==> config.mk <==
export PLATFORM = sky130hd
export DESIGN_NAME = serial_link
export DESIGN_NICKNAME = d
export VERILOG_FILES = /design/src/verilog/serial_link_pkg.sv /design/src/verilog/serial_link_cfg.sv /design/src/verilog/serial_link_tx.sv /design/src/verilog/serial_link_rx.sv /design/src/verilog/serial_link.sv
export SDC_FILE = /design/constraint.sdc
export NUM_CORES = 1
export LEC_CHECK = 0
export ABC_AREA = 1
export BUFFER_PORTS_ARGS = -buffer_cell sky130_fd_sc_hd__buf_2
export CAP_MARGIN = 40
export CELL_PAD_IN_SITES_DETAIL_PLACEMENT = 1
export CELL_PAD_IN_SITES_GLOBAL_PLACEMENT = 2
export CORE_MARGIN = 2
export CORE_UTILIZATION = 35
export CTS_CLUSTER_DIAMETER = 30
export DETAILED_ROUTE_END_ITERATION = 16
export PLACE_DENSITY = 0.78
export RECOVER_POWER = 50
export SLEW_MARGIN = 10
export SYNTH_ARGS = -nofsm -noshare
export SYNTH_HDL_FRONTEND = slang
export SYNTH_SLANG_ARGS = --single-unit
==> constraint.sdc <==
create_clock -name rst_ni -period 3.54 [get_ports rst_ni]
set_input_delay 0.354 -clock rst_ni [delete_from_list [all_inputs] [get_ports rst_ni]]
set_output_delay 0.354 -clock rst_ni [all_outputs]
set_load 0.005 [all_outputs]
==> src/verilog/serial_link_pkg.sv <==
package serial_link_pkg;

  // Shared by transmitter and receiver
  typedef enum logic [1:0] {
    LINK_IDLE,
    LINK_DATA,
    LINK_CHECK
  } link_state_e;

  // Register map of the configuration port
  typedef enum logic [1:0] {
    CFG_CTRL      = 2'd0,
    CFG_TX_COUNT  = 2'd1,
    CFG_RX_COUNT  = 2'd2,
    CFG_ERR_COUNT = 2'd3
  } cfg_addr_e;

  // Width of each traffic counter
  localparam int unsigned CountWidth = 16;

endpackage

==> src/verilog/serial_link_cfg.sv <==
module serial_link_cfg (
  input  logic                                 rst_ni,
  input  logic                                 rst_n_i,
  input  logic                                 cfg_we_i,
  input  logic                                 cfg_re_i,
  input  serial_link_pkg::cfg_addr_e           cfg_addr_i,
  input  logic [serial_link_pkg::CountWidth-1:0] cfg_wdata_i,
  output logic [serial_link_pkg::CountWidth-1:0] cfg_rdata_o,
  input  logic                                 tx_done_i,
  input  logic                                 rx_done_i,
  input  logic                                 rx_err_i,
  output logic                                 link_en_o
);

  logic [serial_link_pkg::CountWidth-1:0] tx_count_q;
  logic [serial_link_pkg::CountWidth-1:0] rx_count_q;
  logic [serial_link_pkg::CountWidth-1:0] err_count_q;
  logic                                   ctrl_wr;
  logic                                   count_clr;

  assign ctrl_wr   = cfg_we_i && (cfg_addr_i == serial_link_pkg::CFG_CTRL);
  // Bit 1 of a control write is a self-clearing command
  assign count_clr = ctrl_wr && cfg_wdata_i[1];

  always_ff @(posedge rst_ni) begin
    if (!rst_n_i) begin
      link_en_o <= 1'b0;
    end else if (ctrl_wr) begin
      link_en_o <= cfg_wdata_i[0];
    end
  end

  // Counters wrap at their width
  always_ff @(posedge rst_ni) begin
    if (!rst_n_i) begin
      tx_count_q  <= '0;
      rx_count_q  <= '0;
      err_count_q <= '0;
    end else if (count_clr) begin
      tx_count_q  <= '0;
      rx_count_q  <= '0;
      err_count_q <= '0;
    end else begin
      if (tx_done_i) begin
        tx_count_q <= tx_count_q + 1'b1;
      end
      if (rx_done_i) begin
        rx_count_q <= rx_count_q + 1'b1;
      end
      if (rx_err_i) begin
        err_count_q <= err_count_q + 1'b1;
      end
    end
  end

  // Read data holds until the next read
  always_ff @(posedge rst_ni) begin
    if (!rst_n_i) begin
      cfg_rdata_o <= '0;
    end else if (cfg_re_i) begin
      case (cfg_addr_i)
        serial_link_pkg::CFG_CTRL: begin
          cfg_rdata_o <= {{(serial_link_pkg::CountWidth - 1){1'b0}}, link_en_o};
        end
        serial_link_pkg::CFG_TX_COUNT: begin
          cfg_rdata_o <= tx_count_q;
        end
        serial_link_pkg::CFG_RX_COUNT: begin
          cfg_rdata_o <= rx_count_q;
        end
        serial_link_pkg::CFG_ERR_COUNT: begin
          cfg_rdata_o <= err_count_q;
        end
        default: begin
          cfg_rdata_o <= '0;
        end
      endcase
    end
  end

endmodule

==> src/verilog/serial_link_tx.sv <==
module serial_link_tx #(
  parameter int unsigned DataWidth = 32,
  parameter int unsigned LaneWidth = 4
) (
  input  logic                 rst_ni,
  input  logic                 rst_n_i,
  input  logic                 link_en_i,
  input  logic                 tx_valid_i,
  input  logic [DataWidth-1:0] tx_data_i,
  output logic                 tx_ready_o,
  output logic                 lane_valid_o,
  output logic [LaneWidth-1:0] lane_data_o,
  output logic                 tx_done_o
);

  localparam int unsigned BeatCount = DataWidth / LaneWidth;
  localparam int unsigned CntWidth  = $clog2(BeatCount + 1);

  serial_link_pkg::link_state_e state_q;
  logic [CntWidth-1:0]          beat_cnt_q;
  logic [DataWidth-1:0]         shift_q;
  logic [LaneWidth-1:0]         check_q;
  logic                         accept;
  logic                         last_beat;

  // New word only when idle and enabled
  assign tx_ready_o = link_en_i && (state_q == serial_link_pkg::LINK_IDLE);
  assign accept     = tx_valid_i && tx_ready_o;
  assign last_beat  = (beat_cnt_q == CntWidth'(BeatCount));
  assign tx_done_o  = (state_q == serial_link_pkg::LINK_CHECK);

  always_ff @(posedge rst_ni) begin
    if (!rst_n_i) begin
      state_q      <= serial_link_pkg::LINK_IDLE;
      beat_cnt_q   <= '0;
      lane_valid_o <= 1'b0;
    end else begin
      case (state_q)
        serial_link_pkg::LINK_IDLE: begin
          if (accept) begin
            state_q      <= serial_link_pkg::LINK_DATA;
            beat_cnt_q   <= CntWidth'(1);
            lane_valid_o <= 1'b1;
          end
        end
        serial_link_pkg::LINK_DATA: begin
          if (last_beat) begin
            state_q <= serial_link_pkg::LINK_CHECK;
          end else begin
            beat_cnt_q <= beat_cnt_q + 1'b1;
          end
        end
        serial_link_pkg::LINK_CHECK: begin
          state_q      <= serial_link_pkg::LINK_IDLE;
          lane_valid_o <= 1'b0;
        end
        default: begin
          state_q      <= serial_link_pkg::LINK_IDLE;
          lane_valid_o <= 1'b0;
        end
      endcase
    end
  end

  // Lowest slice goes out at acceptance, the rest from the shifter
  always_ff @(posedge rst_ni) begin
    case (state_q)
      serial_link_pkg::LINK_IDLE: begin
        if (accept) begin
          lane_data_o <= tx_data_i[LaneWidth-1:0];
          shift_q     <= tx_data_i >> LaneWidth;
          check_q     <= tx_data_i[LaneWidth-1:0];
        end
      end
      serial_link_pkg::LINK_DATA: begin
        if (last_beat) begin
          lane_data_o <= check_q;
        end else begin
          lane_data_o <= shift_q[LaneWidth-1:0];
          shift_q     <= shift_q >> LaneWidth;
          check_q     <= check_q ^ shift_q[LaneWidth-1:0];
        end
      end
      default: begin
      end
    endcase
  end

endmodule

==> src/verilog/serial_link_rx.sv <==
module serial_link_rx #(
  parameter int unsigned DataWidth = 32,
  parameter int unsigned LaneWidth = 4
) (
  input  logic                 rst_ni,
  input  logic                 rst_n_i,
  input  logic                 link_en_i,
  input  logic                 lane_valid_i,
  input  logic [LaneWidth-1:0] lane_data_i,
  output logic                 rx_valid_o,
  output logic [DataWidth-1:0] rx_data_o,
  output logic                 rx_err_o
);

  localparam int unsigned BeatCount = DataWidth / LaneWidth;
  localparam int unsigned CntWidth  = $clog2(BeatCount + 1);

  serial_link_pkg::link_state_e state_q;
  logic [CntWidth-1:0]          beat_cnt_q;
  logic [DataWidth-1:0]         word_q;
  logic [LaneWidth-1:0]         check_q;
  logic                         beat_valid;
  logic                         last_data;
  logic                         check_ok;

  // Lane is ignored while disabled
  assign beat_valid = lane_valid_i && link_en_i;
  assign last_data  = (beat_cnt_q == CntWidth'(BeatCount - 1));
  assign check_ok   = (lane_data_i == check_q);

  always_ff @(posedge rst_ni) begin
    if (!rst_n_i) begin
      state_q    <= serial_link_pkg::LINK_IDLE;
      beat_cnt_q <= '0;
      rx_valid_o <= 1'b0;
      rx_err_o   <= 1'b0;
    end else begin
      rx_valid_o <= 1'b0;
      rx_err_o   <= 1'b0;
      if (!link_en_i) begin
        // Partial word is dropped
        state_q    <= serial_link_pkg::LINK_IDLE;
        beat_cnt_q <= '0;
      end else if (beat_valid) begin
        case (state_q)
          serial_link_pkg::LINK_IDLE,
          serial_link_pkg::LINK_DATA: begin
            if (last_data) begin
              state_q    <= serial_link_pkg::LINK_CHECK;
              beat_cnt_q <= '0;
            end else begin
              state_q    <= serial_link_pkg::LINK_DATA;
              beat_cnt_q <= beat_cnt_q + 1'b1;
            end
          end
          serial_link_pkg::LINK_CHECK: begin
            rx_valid_o <= check_ok;
            rx_err_o   <= !check_ok;
            state_q    <= serial_link_pkg::LINK_IDLE;
          end
          default: begin
            state_q <= serial_link_pkg::LINK_IDLE;
          end
        endcase
      end
    end
  end

  // First beat lands in the low slice after all shifts
  always_ff @(posedge rst_ni) begin
    if (beat_valid) begin
      if (state_q == serial_link_pkg::LINK_CHECK) begin
        if (check_ok) begin
          rx_data_o <= word_q;
        end
      end else begin
        word_q  <= (word_q >> LaneWidth) | (DataWidth'(lane_data_i) << (DataWidth - LaneWidth));
        check_q <= (state_q == serial_link_pkg::LINK_IDLE) ? lane_data_i
                                                            : check_q ^ lane_data_i;
      end
    end
  end

endmodule

==> src/verilog/serial_link.sv <==
module serial_link #(
  parameter int unsigned DataWidth = 32,
  parameter int unsigned LaneWidth = 4
) (
  input  logic                                   rst_ni,
  input  logic                                   rst_n_i,
  input  logic                                   tx_valid_i,
  input  logic [DataWidth-1:0]                   tx_data_i,
  output logic                                   tx_ready_o,
  output logic                                   lane_valid_o,
  output logic [LaneWidth-1:0]                   lane_data_o,
  input  logic                                   lane_valid_i,
  input  logic [LaneWidth-1:0]                   lane_data_i,
  output logic                                   rx_valid_o,
  output logic [DataWidth-1:0]                   rx_data_o,
  output logic                                   rx_err_o,
  input  logic                                   cfg_we_i,
  input  logic                                   cfg_re_i,
  input  serial_link_pkg::cfg_addr_e             cfg_addr_i,
  input  logic [serial_link_pkg::CountWidth-1:0] cfg_wdata_i,
  output logic [serial_link_pkg::CountWidth-1:0] cfg_rdata_o
);

  logic link_en;
  logic tx_done;

  serial_link_cfg u_cfg (
    .rst_ni      ( rst_ni      ),
    .rst_n_i     ( rst_n_i     ),
    .cfg_we_i    ( cfg_we_i    ),
    .cfg_re_i    ( cfg_re_i    ),
    .cfg_addr_i  ( cfg_addr_i  ),
    .cfg_wdata_i ( cfg_wdata_i ),
    .cfg_rdata_o ( cfg_rdata_o ),
    .tx_done_i   ( tx_done     ),
    .rx_done_i   ( rx_valid_o  ),
    .rx_err_i    ( rx_err_o    ),
    .link_en_o   ( link_en     )
  );

  serial_link_tx #(
    .DataWidth ( DataWidth ),
    .LaneWidth ( LaneWidth )
  ) u_tx (
    .rst_ni       ( rst_ni       ),
    .rst_n_i      ( rst_n_i      ),
    .link_en_i    ( link_en      ),
    .tx_valid_i   ( tx_valid_i   ),
    .tx_data_i    ( tx_data_i    ),
    .tx_ready_o   ( tx_ready_o   ),
    .lane_valid_o ( lane_valid_o ),
    .lane_data_o  ( lane_data_o  ),
    .tx_done_o    ( tx_done      )
  );

  serial_link_rx #(
    .DataWidth ( DataWidth ),
    .LaneWidth ( LaneWidth )
  ) u_rx (
    .rst_ni       ( rst_ni       ),
    .rst_n_i      ( rst_n_i      ),
    .link_en_i    ( link_en      ),
    .lane_valid_i ( lane_valid_i ),
    .lane_data_i  ( lane_data_i  ),
    .rx_valid_o   ( rx_valid_o   ),
    .rx_data_o    ( rx_data_o    ),
    .rx_err_o     ( rx_err_o     )
  );

endmodule

==> qor.csv, run 1 <==
stage,metric,value,unit
cts,clock sinks,184,
synthesis,syn avg cell area,9.331,um^2
timing,Max Clock Skew,0.008449,ns
drt,total wire length,18620,um
timing,worst hold slack,0.1749,ns
final_layout,Final Util,42.06,%
timing,Slew @ Worst Pin,1.350,ns
worst_setup_path,Arrival @ worst endpoint,2.83,ns
power_and_ir_drop,Clk pwr share,44.0,%
cts,Setup Buffers After CTS,0,
outcome,status,"complete, no violations",
cts,"Reg clk slew, reported paths",0.08,ns
cts,Resize count post-CTS,0,
placement,DP HPWL,13580,um
timing,Final period util,70.49,%
worst_setup_path,CP Max Fanout,18,
worst_setup_path,Startpoint Class,input port,
timing,"Slew Viols, Final",0,
drt,vias,5734,
cts,clk_lat worst skew,0.44,ns
placement,RD Place Congestion,0.7815,
final_layout,FF/Latch Area,4725,um^2
timing,setup ws final,1.045,ns
final_layout,Area growth syn-to-layout,17.58,%
floorplanning,initial core utilization,35.77,%
drt,WL/cell,15.47,um
global_routing,number of global-route vias before repair,5623,
global_routing,first-pass GRT wire length,29840,um
power_and_ir_drop,Sw Share,23.62,%
global_routing,global route total overflow,0,
power_and_ir_drop,worst vdd ir,334.6,uV
synthesis,sequential cell area fraction in the yosys report,62.43,%
timing,Final setup viols,0,
synthesis,top post-synthesis cells by area,"edfxtp_1, dfxtp_1, nand2_1",
worst_setup_path,Reg2Reg Setup Slack,1.41,ns
cts,Longest Clk Path Bufs,2,
worst_setup_path,WS Path Type,input port to register,
placement,number of I/O port buffers,101,
placement,pre-CTS WS,1.542,ns
synthesis,Yosys reg bits,184,
drt,Residual DRC,0,
min_path,Hold Path Class,input port to register,
drt,via/cell ratio,4.762,
floorplanning,Die X,151.0,um
final_layout,Fill cells,2451,
timing,RSZ-0062 raised after global routing,false,
drt,DRT Pass-1 Iters,4,
global_routing,GR Util All Layers,17.12,%
power_and_ir_drop,Flop pwr share,52.3,%
final_layout,"commonest cells after routing, fill and taps aside","nand2_1, edfxtp_1, nor2_1, dfxtp_1, inv_1",
worst_setup_path,worst path required time,3.88,ns
drt,post-route ant nets,0,
floorplanning,Rows,53,
timing,Fin. Hold Viols,0,
power_and_ir_drop,power density over the cells,493.7,nW/um^2
final_layout,multi-input combinational cell area,2450,um^2
power_and_ir_drop,Pint,3.355,mW
timing,Slew headroom,10.03,%
timing,setup_tns,0,ns
flow_run,max-cap violation count,0,
final_layout,fin nets,981,
synthesis,largest area contributor in the netlist,edfxtp_1,
power_and_ir_drop,Gate power share,3.7,%
cts,CTS root buf,clkbuf_16,
floorplanning,I/O Pins,116,
synthesis,syn_nets,877,
final_layout,"most common cell after layout, fill and taps aside",nand2_1,
final_layout,layout cells sized above 1,10.99,%
global_routing,initial antenna violation count,1,
cts,CTS HTree Levels,4,
power_and_ir_drop,net switching power,1.038,mW
global_routing,largest net degree at the start of global routing,36,
synthesis,Post-Syn Area,7567,um^2
floorplanning,Die Ht,151.0,um
timing,Max Clk Rate,400.7,MHz
synthesis,count of unique library cells instantiated by Yosys,33,
cts,hold buffer count at CTS,0,
synthesis,share of the synthesized area in the top cell type,41.27,%
cts,CTS tree,done,
synthesis,Post-Syn Instances,811,
synthesis,Synthesis Warnings,0,
cts,CTS buffer count,17,
worst_setup_path,CP endpoint kind,register,
floorplanning,Die ar.,22810,um^2
power_and_ir_drop,leakage power,3.222,nW
floorplanning,core area,21150,um^2
drt,DR iter-0 viols,296,
timing,fin crit period,2.495,ns
==> state kept, by name (all words and copies together) (netlist names), 2 cells and up <==
| name | count |
|---|---|
| u_cfg.cfg_rdata_o | 16 |
| u_cfg.err_count_q | 16 |
| u_cfg.rx_count_q | 16 |
| u_cfg.tx_count_q | 16 |
| u_rx.beat_cnt_q | 4 |
| u_rx.check_q | 4 |
| u_rx.rx_data_o | 32 |
| u_rx.state_q | 2 |
| u_rx.word_q | 32 |
| u_tx.beat_cnt_q | 4 |
| u_tx.check_q | 4 |
| u_tx.lane_data_o | 4 |
| u_tx.shift_q | 28 |
| u_tx.state_q | 2 |
==> power by group through the flow <==
stage | clock network, mW | registers, mW | logic [mW]
floorplan | 0 | 2.34 | 0.101
global route | 2.08 | 2.30 | 0.186
global placement | 0 | 2.35 | 0.163
CTS | 1.99 | 2.30 | 0.172
detailed placement | 0 | 2.35 | 0.171
finish | 1.93 | 2.30 | 0.162
==> metrics by stage <==
| step | cell area (um^2) | power (mW) | instances |
|---|---|---|---|
| detailed placement | 8398 | 2.519 | 1171 |
| floorplan | 7567 | 2.445 | 811 |
| finish | 8897 | 4.393 | 1204 |
| CTS | 8995 | 4.457 | 1203 |
| global placement | 8351 | 2.510 | 1169 |
| global route | 8895 | 4.565 | 1203 |
==> cells in the mapped netlist, drive strengths merged <==
cell    number
a21o         1
a21oi       46
a31oi        4
buf         12
clkbuf       9
dfxtp       80
edfxtp     104
ha           6
inv         71
mux2         2
mux2i        1
nand2      229
nand3       36
nand3b       1
nand4        7
nor2       102
nor3        31
nor3b        4
o211ai       2
o21ai       46
o31ai        1
or2          1
xnor2        9
xor2         6
==> kinds of logic after synthesis <==
logic type / after synthesis / synth area share, %
AOI/OAI and AO/OA: 100 / 6.862
xor gates and xnor gates: 15 / 1.736
adders and majority gates: 6 / 0.9920
buffers and inverters: 92 / 4.877
DFF: 184 / 62.43
muxes: 3 / 0.4299
and+or+nand+nor: 411 / 22.67
==> worst paths after layout <==
| check | from | end | cells after the start |
|---|---|---|---|
| worst max-delay path | cfg_addr_i[0] | u_cfg.rx_count_q[8] | 8 |
| worst min-delay path | tx_data_i[5] | u_tx.shift_q[1] | 3 |
| worst max register to register | u_cfg.link_en_o | u_rx.word_q[28] | 3 |
| worst min register to register | u_rx.word_q[3] | u_rx.rx_data_o[3] | 0 |
==> worst max-delay path: stages <==
cell and delay (ns):
clkbuf_1 0.18, inv_1 0.28, nand3_1 0.18, o21ai_0 0.86, clkbuf_1 0.76, a21oi_1 0.06, o21ai_0 0.11, inv_1 0.05
==> metal layers <==
metal  GRT usage [%]  up-vias  part of all wire [%]
met5               0        -                     0
met4           5.748        0                   1.6
met3           3.645       19                   3.8
met2           28.75       92                    49
met1           22.00     2730                    46
li1                -     2893                     -
==> area by class of cell <==
cell class                      instances  share of cell area (%)
Sequential cell                       184                   53.10
Multi-Input combinational cell        535                   27.53
Timing Repair Buffer                  106                   5.766
Clock buffer                           18                   4.824
Tap cell                              275                   3.867
Inverter                               71                   2.995
Clock inverter                         14                   1.884
Antenna cell                            1                 0.02813
Power figures use the tool's default switching activity.
==> inputs of run 2 (changes only) <==
- clock period: 3.54 -> 2.5 ns (I/O delays scaled with it)
==> run 2 against run 1 <==
Compared with the run above:
- die area is the same
- power grew 40%
- design area shrank 0.17%
- global-route usage shrank 0.35 points
- via count shrank 0.68%
- critical path type is now register to register
- largest power group unchanged
==> qor.csv, run 2 (synthesis gave the netlist of run 1 again) <==
stage,metric,value,unit,change
final_layout,Area growth syn-to-layout,17.38,%,was 17.58%
global_routing,GR Util All Layers,16.77,%,was 17.12%
floorplanning,Die X,151.0,um,unchanged
timing,worst hold slack,0.07831,ns,was 0.1749 ns
cts,"Reg clk slew, reported paths",0.07,ns,was 0.08 ns
drt,WL/cell,15.09,um,was 15.47 um
timing,setup_tns,0,ns,unchanged
timing,Max Clk Rate,520.4,MHz,
global_routing,number of global-route vias before repair,5792,,was 5623
worst_setup_path,Reg2Reg Setup Slack,0.58,ns,was 1.41 ns
worst_setup_path,worst reg2reg path depth,5,,was 3
cts,clock sinks,184,,unchanged
final_layout,layout cells sized above 1,11.63,%,was 10.99%
min_path,HP Start,lane_data_i[0],,was tx_data_i[5]
min_path,Hold Path Class,input port to register,,unchanged
worst_setup_path,Arrival @ worst endpoint,2.04,ns,was 2.83 ns
drt,met3 wire length,646,um,was 715 um
power_and_ir_drop,worst vdd ir,378.1,uV,was 334.6 uV
drt,DR iter-0 viols,283,,was 296
final_layout,Fill cells,2508,,was 2451
floorplanning,initial core utilization,35.77,%,unchanged
floorplanning,Die ar.,22810,um^2,unchanged
cts,CTS root buf,clkbuf_16,,unchanged
global_routing,initial antenna violation count,1,,unchanged
drt,Residual DRC,0,,unchanged
final_layout,"most common cell after layout, fill and taps aside",nand2_1,,unchanged
final_layout,ANT cells,0,,was 1
flow_run,max-cap violation count,0,,unchanged
drt,M1 WL,8501,um,was 8492 um
cts,CTS tree,done,,unchanged
placement,number of I/O port buffers,101,,unchanged
cts,Setup Buffers After CTS,0,,unchanged
timing,RSZ-0062 raised after global routing,false,,unchanged
min_path,Hold Crit Depth,1,,was 3
worst_setup_path,CP endpoint kind,register,,unchanged
placement,pre-CTS WS,0.5664,ns,was 1.542 ns
drt,DR top layer,met5,,was met4
power_and_ir_drop,leakage power,3.225,nW,was 3.222 nW
worst_setup_path,CP cell instances,inv_1 > nor2_1 > buf_4 > inv_2 > nand2_1,,was clkbuf_1 > inv_1 > nand3_1 > o21ai_0 > clkbuf_1 > a21oi_1 > o21ai_0 > inv_1
final_layout,Final Util,41.99,%,was 42.06%
floorplanning,Die Ht,151.0,um,unchanged
final_layout,FF/Latch Area,4725,um^2,unchanged
timing,Final period util,76.87,%,
global_routing,global route total overflow,0,,unchanged
cts,Resize count post-CTS,0,,unchanged
timing,setup ws final,0.5782,ns,was 1.045 ns
timing,fin crit period,1.922,ns,
floorplanning,Rows,53,,unchanged
worst_setup_path,Startpoint Class,register,,was input port
worst_setup_path,WS Path Type,register to register,,was input port to register
worst_setup_path,Worst R2R End,u_tx.lane_data_o[2],,was u_rx.word_q[28]
timing,"Slew Viols, Final",0,,unchanged
cts,CTS buffer count,17,,unchanged
placement,DP HPWL,13180,um,was 13580 um
drt,via/cell ratio,4.730,,was 4.762
drt,post-route ant nets,0,,unchanged
timing,Final setup viols,0,,unchanged
drt,total wire length,18170,um,was 18620 um
min_path,Worst Hold Path EP,u_rx.word_q[28],,was u_tx.shift_q[1]
cts,Longest Clk Path Bufs,2,,unchanged
final_layout,"commonest cells after routing, fill and taps aside","nand2_1, edfxtp_1, nor2_1, dfxtp_1, inv_1",,unchanged
drt,vias,5695,,was 5734
timing,Slew @ Worst Pin,1.176,ns,was 1.350 ns
placement,RD Place Congestion,0.7588,,was 0.7815
global_routing,largest net degree at the start of global routing,37,,was 36
drt,met2 wire length,8731,um,was 9120 um
timing,Fin. Hold Viols,0,,unchanged
worst_setup_path,CP Max Fanout,35,,was 18
floorplanning,core area,21150,um^2,unchanged
global_routing,first-pass GRT wire length,29500,um,was 29840 um
cts,hold buffer count at CTS,0,,unchanged
final_layout,Largest regs,"u_rx.rx_data_o x32, u_rx.word_q x32, u_tx.shift_q x28",,unchanged
final_layout,fin nets,982,,was 981
final_layout,multi-input combinational cell area,2469,um^2,was 2450 um^2
outcome,status,"complete, no violations",,unchanged
worst_setup_path,worst path required time,2.62,ns,was 3.88 ns
worst_setup_path,RR Startpoint,u_tx.state_q[0],,was u_cfg.link_en_o
worst_setup_path,Critical Path Max Stage Delay,0.41,ns,was 0.86 ns
power_and_ir_drop,power density over the cells,691.0,nW/um^2,was 493.7 nW/um^2
timing,Slew headroom,21.63,%,was 10.03%
drt,DRT Pass-1 Iters,4,,unchanged
floorplanning,I/O Pins,116,,unchanged
worst_setup_path,CP max stage cell,dfxtp_1,,was o21ai_0
cts,clk_lat worst skew,0.43,ns,was 0.44 ns
timing,Max Clock Skew,0.01323,ns,was 0.008449 ns
cts,CTS HTree Levels,4,,unchanged
-- run 2: area by class of cell --
class / instances / area share, %
Clock buffer: 17 / 4.789
Clock inverter: 15 / 1.831
Inverter: 71 / 3.000
Multi-Input combinational cell: 535 / 27.79
Sequential cell: 184 / 53.19
Tap cell: 275 / 3.874
Timing Repair Buffer: 107 / 5.522
-- run 2: worst max-delay path by stage --
stage	start	endpoint	cells past startpoint
2_1_floorplan	u_rx.check_q[0]	u_rx.rx_data_o[0]	4
3_3_place_gp	u_tx.beat_cnt_q[0]	u_tx.shift_q[10]	6
3_5_place_dp	u_tx.beat_cnt_q[0]	u_tx.shift_q[10]	6
4_1_cts	u_tx.state_q[0]	u_tx.lane_data_o[2]	5
5_1_grt	cfg_addr_i[1]	u_cfg.rx_count_q[8]	8
6_report	u_tx.state_q[0]	u_tx.lane_data_o[2]	5
-- run 2: metrics by stage --
| step | area, um^2 | instances | power, mW |
|---|---|---|---|
| 5_1_grt | 8882 | 1204 | 6.360 |
| 2_1_floorplan | 7574 | 811 | 3.461 |
| 4_1_cts | 8961 | 1204 | 6.223 |
| 6_report | 8882 | 1204 | 6.137 |
| 3_5_place_dp | 8373 | 1172 | 3.562 |
| 3_3_place_gp | 8373 | 1172 | 3.555 |
-- run 2: per-layer routing --
metal | vias to the layer above | global-route usage, %
met1 | 2702 | 21.78
met4 | 2 | 4.720
met2 | 77 | 28.09
met3 | 20 | 3.916
met5 | - | 0
li1 | 2894 | -
-- run 2: critical path, delay by kind of cell (launching register included) --
kind	cells	cell delay [ns]
flip-flops	1	0.41
buffers and inverters	3	0.78
AND/OR/NAND/NOR	2	0.42
-- run 2: where the power goes --
part | internal [mW] | total [mW] | switching (mW)
Clock | 1.35 | 2.66 | 1.31
Sequential | 3.24 | 3.25 | 0.0185
Combinational | 0.0728 | 0.227 | 0.154
